<file path="src/rack_pkg.sv">
package rack_pkg;

    // word widths
    localparam int word_w = 32;
    localparam int half_w = 16;
    localparam int trig_w = 16;

    // trigger strobe bit that loads each parameter word
    localparam int trig_ia_gain = 1;
    localparam int trig_clk_div = 7;
    localparam int trig_ii_gain = 10;

    // fraction bits of a fixed-point current
    localparam int frac_shift = 6;

    // single-precision view of a word
    typedef struct packed {
        logic        sign;
        logic [7:0]  exp;
        logic [22:0] mant;
    } float_t;

    // parameter word, either a float gain or an integer count
    typedef union packed {
        float_t            f;
        logic [word_w-1:0] count;
    } param_word_u;

    typedef struct packed {
        param_word_u ia_gain;
        param_word_u ii_gain;
        param_word_u clk_div;
    } param_set_t;

    // reset defaults: 1.5, 2.0 and 381 ticks (half real-time speed)
    localparam param_word_u ia_gain_default = 32'h3FC0_0000;
    localparam param_word_u ii_gain_default = 32'h4000_0000;
    localparam param_word_u clk_div_default = 32'd381;

    // afferent rates in pps, as floats
    typedef struct packed {
        float_t ia;
        float_t ii;
    } afferent_pair_t;

    typedef struct packed {
        logic signed [word_w-1:0] ia;
        logic signed [word_w-1:0] ii;
    } current_pair_t;

    typedef struct packed {
        logic ia;
        logic ii;
    } spike_pair_t;

    typedef struct packed {
        logic [word_w-1:0] ia;
        logic [word_w-1:0] ii;
    } count_pair_t;

    // readout index: bits 3:1 pick the word, bit 0 the half, bit 4 reads zero
    typedef logic [4:0] rd_addr_t;

    localparam logic [2:0] rd_word_time    = 3'd0;
    localparam logic [2:0] rd_word_ia_cnt  = 3'd1;
    localparam logic [2:0] rd_word_ii_cnt  = 3'd2;
    localparam logic [2:0] rd_word_ia_cur  = 3'd3;
    localparam logic [2:0] rd_word_ii_cur  = 3'd4;
    localparam logic [2:0] rd_word_ia_gain = 3'd5;
    localparam logic [2:0] rd_word_ii_gain = 3'd6;
    localparam logic [2:0] rd_word_clk_div = 3'd7;

endpackage

</file>
<file path="src/afferent_scaler.sv">
module afferent_scaler (
    input  logic                     ep50trig,
    input  logic                     reset_global,
    input  logic                     i_sim_reset,
    input  rack_pkg::param_word_u    i_ia_gain,
    input  rack_pkg::param_word_u    i_ii_gain,
    input  rack_pkg::afferent_pair_t i_rate,
    input  logic                     i_rate_valid,
    output logic                     o_rate_ready,
    output rack_pkg::current_pair_t  o_current,
    output logic                     o_current_valid,
    input  logic                     i_current_ready
);
    import rack_pkg::*;

    // stage one product: unbiased exponent (signed) and 24-bit mantissa with hidden one
    typedef struct packed {
        logic        sign;
        logic [9:0]  exp;
        logic [23:0] mant;
    } prod_t;

    prod_t         s1_ia;
    prod_t         s1_ii;
    logic          s1_valid;
    logic          s1_ready;
    current_pair_t s2_current;
    logic          s2_valid;
    logic          s2_ready;

    // float multiply, truncated, normals and zero only
    function automatic prod_t fmul(float_t a, float_t b);
        logic [47:0] m;
        prod_t       p;
        m = {1'b1, a.mant} * {1'b1, b.mant};
        p.sign = a.sign ^ b.sign;
        if (a.exp == 8'd0 || b.exp == 8'd0)
        begin
            // zero mantissa makes the conversion yield zero
            p.exp  = '0;
            p.mant = '0;
        end
        else
        begin
            // product in [1,4), one step of normalize
            p.exp  = {2'b00, a.exp} + {2'b00, b.exp} - 10'd254 + {9'd0, m[47]};
            p.mant = m[47] ? m[47:24] : m[46:23];
        end
        return p;
    endfunction

    // float to integer toward zero, then to fixed point
    function automatic logic signed [word_w-1:0] to_fixed(prod_t p);
        logic [word_w-1:0]        mag;
        logic signed [word_w-1:0] int_val;
        mag = '0;
        if ($signed(p.exp) >= 10'sd31)
        begin
            // out of range, clamp
            int_val = p.sign ? 32'sh8000_0000 : 32'sh7FFF_FFFF;
        end
        else
        begin
            if (p.exp[9])
            begin
                // magnitude below one
                mag = '0;
            end
            else if (p.exp[4:0] <= 5'd23)
            begin
                mag = {8'd0, p.mant} >> (5'd23 - p.exp[4:0]);
            end
            else
            begin
                mag = {8'd0, p.mant} << (p.exp[4:0] - 5'd23);
            end
            int_val = p.sign ? -$signed(mag) : $signed(mag);
        end
        // wraps on overflow like the integer shift it replaces
        return int_val <<< frac_shift;
    endfunction

    // ready chain, a stage can take data when empty or when it empties now
    assign s2_ready     = !s2_valid || i_current_ready;
    assign s1_ready     = !s1_valid || s2_ready;
    // no intake during a sim reset, so nothing is swallowed by the flush
    assign o_rate_ready = s1_ready && !i_sim_reset;

    always_ff @(posedge ep50trig or posedge reset_global)
    begin
        if (reset_global)
        begin
            s1_valid <= 1'b0;
            s2_valid <= 1'b0;
        end
        else if (i_sim_reset)
        begin
            s1_valid <= 1'b0;
            s2_valid <= 1'b0;
        end
        else
        begin
            if (s1_ready)
            begin
                s1_valid <= i_rate_valid;
            end
            if (s2_ready)
            begin
                s2_valid <= s1_valid;
            end
        end
    end

    // payload, gains sampled at acceptance
    always_ff @(posedge ep50trig)
    begin
        if (i_rate_valid && o_rate_ready)
        begin
            s1_ia <= fmul(i_rate.ia, i_ia_gain.f);
            s1_ii <= fmul(i_rate.ii, i_ii_gain.f);
        end
        if (s1_valid && s2_ready)
        begin
            s2_current.ia <= to_fixed(s1_ia);
            s2_current.ii <= to_fixed(s1_ii);
        end
    end

    assign o_current       = s2_current;
    assign o_current_valid = s2_valid;

endmodule

</file>
<file path="src/param_bank.sv">
module param_bank (
    input  logic                        ep50trig,
    input  logic                        reset_global,
    input  logic [rack_pkg::trig_w-1:0] i_trigger,
    input  rack_pkg::param_word_u       i_wire_data,
    output rack_pkg::param_set_t        o_params
);
    import rack_pkg::*;

    // each word loads on its own strobe bit
    // several strobes in one cycle all take the same data word

    // Ia afferent gain, float
    always_ff @(posedge ep50trig or posedge reset_global)
    begin
        if (reset_global)
        begin
            o_params.ia_gain <= ia_gain_default;
        end
        else if (i_trigger[trig_ia_gain])
        begin
            o_params.ia_gain <= i_wire_data;
        end
    end

    // II afferent gain, float
    always_ff @(posedge ep50trig or posedge reset_global)
    begin
        if (reset_global)
        begin
            o_params.ii_gain <= ii_gain_default;
        end
        else if (i_trigger[trig_ii_gain])
        begin
            o_params.ii_gain <= i_wire_data;
        end
    end

    // simulation tick divider, integer count
    // 381 runs at half real time, 762 at real time
    always_ff @(posedge ep50trig or posedge reset_global)
    begin
        if (reset_global)
        begin
            o_params.clk_div <= clk_div_default;
        end
        else if (i_trigger[trig_clk_div])
        begin
            o_params.clk_div <= i_wire_data;
        end
    end

endmodule

</file>
<file path="src/rack_top.sv">
module rack_top (
    input  logic                        ep50trig,
    input  logic                        reset_global,
    input  logic [rack_pkg::trig_w-1:0] i_trigger,
    input  rack_pkg::param_word_u       i_wire_data,
    input  logic                        i_ext_reset,
    input  rack_pkg::afferent_pair_t    i_rate,
    input  logic                        i_rate_valid,
    output logic                        o_rate_ready,
    output rack_pkg::current_pair_t     o_current,
    output logic                        o_current_valid,
    input  logic                        i_current_ready,
    input  rack_pkg::spike_pair_t       i_spike,
    input  rack_pkg::rd_addr_t          i_rd_addr,
    output logic [rack_pkg::half_w-1:0] o_rd_data
);
    import rack_pkg::*;

    param_set_t        params;
    logic              tick;
    logic [word_w-1:0] time_tag;
    logic              sim_reset;
    count_pair_t       counts;
    // output transfer completes this edge
    logic              current_taken;

    assign current_taken = o_current_valid & i_current_ready;

    param_bank u_param_bank (
        .ep50trig     (ep50trig),
        .reset_global (reset_global),
        .i_trigger    (i_trigger),
        .i_wire_data  (i_wire_data),
        .o_params     (params)
    );

    sim_timebase u_sim_timebase (
        .ep50trig     (ep50trig),
        .reset_global (reset_global),
        .i_clk_div    (params.clk_div),
        .i_ext_reset  (i_ext_reset),
        .o_tick       (tick),
        .o_time       (time_tag),
        .o_sim_reset  (sim_reset)
    );

    // rate stream in, fixed-point current stream out
    afferent_scaler u_afferent_scaler (
        .ep50trig        (ep50trig),
        .reset_global    (reset_global),
        .i_sim_reset     (sim_reset),
        .i_ia_gain       (params.ia_gain),
        .i_ii_gain       (params.ii_gain),
        .i_rate          (i_rate),
        .i_rate_valid    (i_rate_valid),
        .o_rate_ready    (o_rate_ready),
        .o_current       (o_current),
        .o_current_valid (o_current_valid),
        .i_current_ready (i_current_ready)
    );

    spike_tally u_spike_tally (
        .ep50trig     (ep50trig),
        .reset_global (reset_global),
        .i_sim_reset  (sim_reset),
        .i_tick       (tick),
        .i_spike      (i_spike),
        .o_counts     (counts)
    );

    status_readout u_status_readout (
        .ep50trig        (ep50trig),
        .reset_global    (reset_global),
        .i_sim_reset     (sim_reset),
        .i_time          (time_tag),
        .i_counts        (counts),
        .i_params        (params),
        .i_current       (o_current),
        .i_current_taken (current_taken),
        .i_rd_addr       (i_rd_addr),
        .o_rd_data       (o_rd_data)
    );

endmodule

</file>
<file path="src/sim_timebase.sv">
module sim_timebase (
    input  logic                        ep50trig,
    input  logic                        reset_global,
    input  rack_pkg::param_word_u       i_clk_div,
    input  logic                        i_ext_reset,
    output logic                        o_tick,
    output logic [rack_pkg::word_w-1:0] o_time,
    output logic                        o_sim_reset
);
    import rack_pkg::*;

    logic [word_w-1:0] div_cnt;
    // two-flop synchronizer on the external reset pin
    logic [1:0]        ext_sync;

    // down-counter, tick on zero, period is divider + 1 cycles
    // the time tag moves on the same edge so it reads one higher during the tick
    always_ff @(posedge ep50trig or posedge reset_global)
    begin
        if (reset_global)
        begin
            // first period runs on the default count
            div_cnt <= clk_div_default.count;
            o_tick  <= 1'b0;
            o_time  <= '0;
        end
        else if (div_cnt == '0)
        begin
            // new divider word only taken here
            div_cnt <= i_clk_div.count;
            o_tick  <= 1'b1;
            o_time  <= o_time + 1'b1;
        end
        else
        begin
            div_cnt <= div_cnt - 1'b1;
            o_tick  <= 1'b0;
        end
    end

    // external reset held only on tick boundaries, so whole periods
    always_ff @(posedge ep50trig or posedge reset_global)
    begin
        if (reset_global)
        begin
            ext_sync    <= '0;
            o_sim_reset <= 1'b0;
        end
        else
        begin
            ext_sync <= {ext_sync[0], i_ext_reset};
            if (o_tick)
            begin
                o_sim_reset <= ext_sync[1];
            end
        end
    end

endmodule

</file>
<file path="src/spike_tally.sv">
module spike_tally (
    input  logic                  ep50trig,
    input  logic                  reset_global,
    input  logic                  i_sim_reset,
    input  logic                  i_tick,
    input  rack_pkg::spike_pair_t i_spike,
    output rack_pkg::count_pair_t o_counts
);
    import rack_pkg::*;

    // spikes seen so far in the open period
    count_pair_t run;

    always_ff @(posedge ep50trig or posedge reset_global)
    begin
        if (reset_global)
        begin
            run      <= '0;
            o_counts <= '0;
        end
        else if (i_sim_reset)
        begin
            // sim reset drops both the open and the closed tally
            run      <= '0;
            o_counts <= '0;
        end
        else if (i_tick)
        begin
            // spike in the tick cycle still belongs to the closing period
            o_counts.ia <= run.ia + word_w'(i_spike.ia);
            o_counts.ii <= run.ii + word_w'(i_spike.ii);
            run         <= '0;
        end
        else
        begin
            run.ia <= run.ia + word_w'(i_spike.ia);
            run.ii <= run.ii + word_w'(i_spike.ii);
        end
    end

endmodule

</file>
<file path="src/status_readout.sv">
module status_readout (
    input  logic                        ep50trig,
    input  logic                        reset_global,
    input  logic                        i_sim_reset,
    input  logic [rack_pkg::word_w-1:0] i_time,
    input  rack_pkg::count_pair_t       i_counts,
    input  rack_pkg::param_set_t        i_params,
    input  rack_pkg::current_pair_t     i_current,
    input  logic                        i_current_taken,
    input  rack_pkg::rd_addr_t          i_rd_addr,
    output logic [rack_pkg::half_w-1:0] o_rd_data
);
    import rack_pkg::*;

    // currents of the last completed output transfer
    current_pair_t     last_current;
    logic [word_w-1:0] rd_word;

    always_ff @(posedge ep50trig or posedge reset_global)
    begin
        if (reset_global)
        begin
            last_current <= '0;
        end
        else if (i_sim_reset)
        begin
            last_current <= '0;
        end
        else if (i_current_taken)
        begin
            last_current <= i_current;
        end
    end

    // word select, upper half of the index space reads zero
    always_comb
    begin
        rd_word = '0;
        if (!i_rd_addr[4])
        begin
            case (i_rd_addr[3:1])
                rd_word_time:    rd_word = i_time;
                rd_word_ia_cnt:  rd_word = i_counts.ia;
                rd_word_ii_cnt:  rd_word = i_counts.ii;
                rd_word_ia_cur:  rd_word = last_current.ia;
                rd_word_ii_cur:  rd_word = last_current.ii;
                rd_word_ia_gain: rd_word = i_params.ia_gain.count;
                rd_word_ii_gain: rd_word = i_params.ii_gain.count;
                rd_word_clk_div: rd_word = i_params.clk_div.count;
                default:         rd_word = '0;
            endcase
        end
    end

    // even index gives the low half, one cycle behind the address
    always_ff @(posedge ep50trig or posedge reset_global)
    begin
        if (reset_global)
        begin
            o_rd_data <= '0;
        end
        else
        begin
            o_rd_data <= i_rd_addr[0] ? rd_word[word_w-1:half_w] : rd_word[half_w-1:0];
        end
    end

endmodule

</file>
<file path="config.mk">
export PLATFORM = sky130hd
export DESIGN_NAME = rack_top
export DESIGN_NICKNAME = d
export VERILOG_FILES = /design/src/rack_pkg.sv /design/src/afferent_scaler.sv /design/src/param_bank.sv /design/src/rack_top.sv /design/src/sim_timebase.sv /design/src/spike_tally.sv /design/src/status_readout.sv
export SDC_FILE = /design/constraint.sdc
export NUM_CORES = 2
export LEC_CHECK = 0
export BUFFER_PORTS_ARGS = -buffer_cell sky130_fd_sc_hd__buf_2
export CAP_MARGIN = 20
export CORE_UTILIZATION = 25
export CTS_CLUSTER_SIZE = 16
export DETAILED_ROUTE_END_ITERATION = 16
export PLACE_DENSITY = 0.42
export SYNTH_ARGS = -nofsm -noshare
export SYNTH_HDL_FRONTEND = slang
export SYNTH_SLANG_ARGS = --single-unit
</file>
<file path="constraint.sdc">
create_clock -name ep50trig -period 11.7 [get_ports ep50trig]
set_input_delay 0.585 -clock ep50trig [delete_from_list [all_inputs] [get_ports ep50trig]]
set_output_delay 0.585 -clock ep50trig [all_outputs]
set_load 0.01 [all_outputs]
</file>
==> run metrics <==
Final period util 81.3%; Register-to-Register Path Depth 29; Buffers on Ports 180; CTS clk-pin slew, worst paths 0.06 ns; number of flops mapped to enable cells by yosys 122; max-cap violation count 0; FMAX 105 MHz; CP Launch Type register; Post-synth top flop dfrtp_1; FF-to-FF setup slack 2.19 ns; Top Ports 206; post-CTS sizing 0; DP Wirelength 186000 um; global-route wire length before repair 360000 um; CP Data Required Time 12.10 ns; cell mode on critical path fa_1; WL final 240000 um; gr usage total 18.2%; slowest CP cell dfrtp_1; CP Class reg2reg; DR WL/cell 22.8 um; synthesis-to-layout area growth 9.75%; largest net degree at the start of global routing 110; met2 Resource Use GR 30.8%; remaining global-route overflow 0; Slew Viols, Final 0; Via Count 50.1k; core area 260000 sq um; final antenna-violating net count 0; Gate Count Post-Synth 7015; Starting Density 25.2%; Syn Std Cell Area 65700 sq um; final hold violations 0; Finish-stage setup viols 0; Seq cells post-synth 484; final net count 8414; max_slew headroom 22.1%; clock buffer count from CTS 56; met3 global-route usage 1.32%; fillers 27.9k; Critical Path Max Stage Delay 1.07 ns; Top Usage Layer GRT met2; Skew-Pair Late Insertion Delay 0.67 ns; layout cells sized above 1 9.60%; hold slack final 0.0781 ns; Worst-Margin Slew 1.17 ns; clk sinks 484; Die H 515 um; vias in the first global route 52.9k; post-synthesis sequential area ratio 19.4%; ys async rst share 74.8%; DR iter-0 viols 3782; Fin Setup TNS 0 ns; Distinct cells, synth 97; syn avg cell area 9.37 sq um; status finished clean; GPL Wtd Cong 0.897; critical-path maximum fanout 19; Post-Route Skew 0.0633 ns; data arrival time of the worst path 9.91 ns; Rows 187; TritonCTS clock tree yes; worst hold path type in2async; H-tree levels 2; Die X 515 um; worst r2r dst u_afferent_scaler.s1_ia[32]; initial antenna violation count 30; unrepaired setup endpoints after global routing false; # DRC 0; clk root buf clkbuf_16; fin crit period 9.51 ns; YS warnings 0; DR pass1 iterations 6; Worst R2R Start u_param_bank.o_params[73]; Die ar. 265000 sq um; endpoint type of the worst setup path register; CTS Buffer Depth 3; met1 Use GR 24.9%; vias per cell 4.77
==> how the worst max path moves through the flow <==
stage                                         start                                 to  slack, ns  cells after the start
final                     u_param_bank.o_params[73]        u_afferent_scaler.s1_ia[32]       2.19                     29
after global routing      u_param_bank.o_params[73]        u_afferent_scaler.s1_ia[32]       1.70                     29
after CTS                 u_param_bank.o_params[73]        u_afferent_scaler.s1_ia[32]       2.21                     29
after detailed placement                 i_rate[40]        u_afferent_scaler.s1_ia[32]       1.92                     33
after global placement                   i_rate[40]        u_afferent_scaler.s1_ia[32]       1.97                     33
after floorplan                        reset_global  u_afferent_scaler.o_current_valid       1.11                      1
==> sequential cells by signal (all words and copies together), names as in the netlist <==
register / cells
u_afferent_scaler.o_current: 52
u_afferent_scaler.o_current_valid: 1
u_afferent_scaler.s1_ia: 35
u_afferent_scaler.s1_ii: 35
u_afferent_scaler.s1_valid: 1
u_param_bank.o_params: 96
u_sim_timebase.div_cnt: 32
u_sim_timebase.ext_sync: 2
u_sim_timebase.o_sim_reset: 1
u_sim_timebase.o_tick: 1
u_sim_timebase.o_time: 32
u_spike_tally.o_counts: 64
u_spike_tally.run: 64
u_status_readout.last_current: 52
u_status_readout.o_rd_data: 16
==> placed cells by master, fill, tap and decap left out, types with 15 or more instances in the layout <==
cell | synthesis | final
edfxtp_1 | 122 | 122
fa_1 | 964 | 964
o21ai_0 | 142 | 142
nor2_1 | 448 | 447
a21o_1 | 63 | 63
buf_4 | 18 | 102
nand2_1 | 872 | 872
nand2b_1 | 18 | 18
buf_2 | 25 | 178
a21oi_1 | 208 | 207
inv_1 | 1172 | 1171
mux4_2 | 98 | 98
a22o_1 | 60 | 60
and3_1 | 36 | 36
or3_1 | 25 | 25
xor2_1 | 90 | 90
mux2i_1 | 136 | 136
xnor2_1 | 123 | 123
clkbuf_1 | 339 | 19
ha_1 | 370 | 370
mux2_2 | 131 | 131
a221oi_1 | 28 | 28
nor4_1 | 29 | 28
a211oi_1 | 88 | 88
o211ai_1 | 24 | 24
o22ai_1 | 39 | 39
nand4_1 | 35 | 35
clkbuf_16 | 0 | 58
nand3_1 | 97 | 97
dfrtp_1 | 339 | 329
dfstp_2 | 23 | 23
a31oi_1 | 37 | 37
and2_1 | 452 | 451
nor3_1 | 61 | 61
o21bai_1 | 15 | 15
nor2b_1 | 22 | 21
==> layer usage <==
layer / vias up / part of all wire [%]
met3: 222 / 3.9
met5: - / 0
met1: 26300 / 45
met4: 0 / 3.0
met2: 1245 / 48
li1: 22400 / -
==> final cells by class <==
type / instances / area [sq um] / share of cell area, %
Clock inverter: 20 / 226 / 0.314
Sequential cell: 484 / 12800 / 17.7
Clock buffer: 85 / 1630 / 2.26
Inverter: 1183 / 4450 / 6.16
Multi-Input combinational cell: 4948 / 47000 / 65.1
Timing Repair Buffer: 283 / 1710 / 2.36
Tap cell: 3496 / 4370 / 6.06
Antenna cell: 12 / 30.0 / 0.0416
==> worst max-delay path: cells and delay by family, from the launching register on <==
family	cells	cell delay, ns
compound gates	6	1.57
xor+xnor	1	0.16
fa+ha+maj	9	4.10
buf+inv	6	0.88
flops	1	1.07
simple gates	7	1.42
==> metrics by stage <==
step / cells / cell area, sq um / worst slack (ns) / utilization (%)
after global routing: 10500 / 72200 / 1.70 / 27.7
after detailed placement: 10400 / 70300 / 1.92 / 27.0
after global placement: 10400 / 70200 / 1.97 / 27.0
final: 10500 / 72200 / 2.19 / 27.7
after floorplan: 7026 / 65800 / 1.11 / -
after CTS: 10500 / 72100 / 2.21 / 27.7
==> cell usage after synthesis (18+ instances only) <==
master / number / area share (%)
fa_1: 964 / 29
a221oi_1: 28 / 0.37
mux4_2: 98 / 3.4
and2_1: 452 / 4.3
and3_1: 36 / 0.34
xnor2_1: 123 / 1.6
buf_4: 18 / 0.21
o211ai_1: 24 / 0.27
clkbuf_1: 339 / 1.9
o22ai_1: 39 / 0.37
mux2_2: 131 / 2.2
nand2b_1: 18 / 0.17
nand2_1: 872 / 5.0
buf_1: 26 / 0.15
nor2_1: 448 / 2.6
mux2i_1: 136 / 2.1
xor2_1: 90 / 1.2
nand3_1: 97 / 0.74
nand4_1: 35 / 0.33
ha_1: 370 / 7.0
buf_2: 25 / 0.19
nor3_1: 61 / 0.46
a31oi_1: 37 / 0.35
dfrtp_1: 339 / 13
or3_1: 25 / 0.24
a21oi_1: 208 / 1.6
nor2b_1: 22 / 0.21
nor4_1: 29 / 0.28
inv_1: 1172 / 6.7
a22o_1: 60 / 0.80
a211oi_1: 88 / 1.0
a21o_1: 63 / 0.72
edfxtp_1: 122 / 5.6
dfstp_2: 23 / 0.92
o21ai_0: 142 / 1.1
==> kinds of logic (layout without fill, tap and decap cells) <==
| logic type | after synthesis | count (layout) | synth area share (%) |
|---|---|---|---|
| XOR/XNOR | 215 | 215 | 2.89 |
| AO/OA/AOI/OAI | 857 | 857 | 8.86 |
| AND/OR/NAND/NOR | 2161 | 2161 | 15.4 |
| buffers and inverters | 1594 | 1571 | 9.30 |
| flip-flops | 484 | 484 | 19.4 |
| multiplexers | 369 | 369 | 7.74 |
| other | 1 | 24 | 0.00570 |
| adder cells (fa/ha/maj) | 1334 | 1334 | 36.4 |
==> timing repair <==
item / in CTS / in global routing
buffers inserted: 0 / 0
endpoints found under the hold margin: 1 / 0
hold buffers: 1 / 0
Power is not shown: default switching activity piles up to over one toggle a cycle in this logic, so the estimate is an artifact.
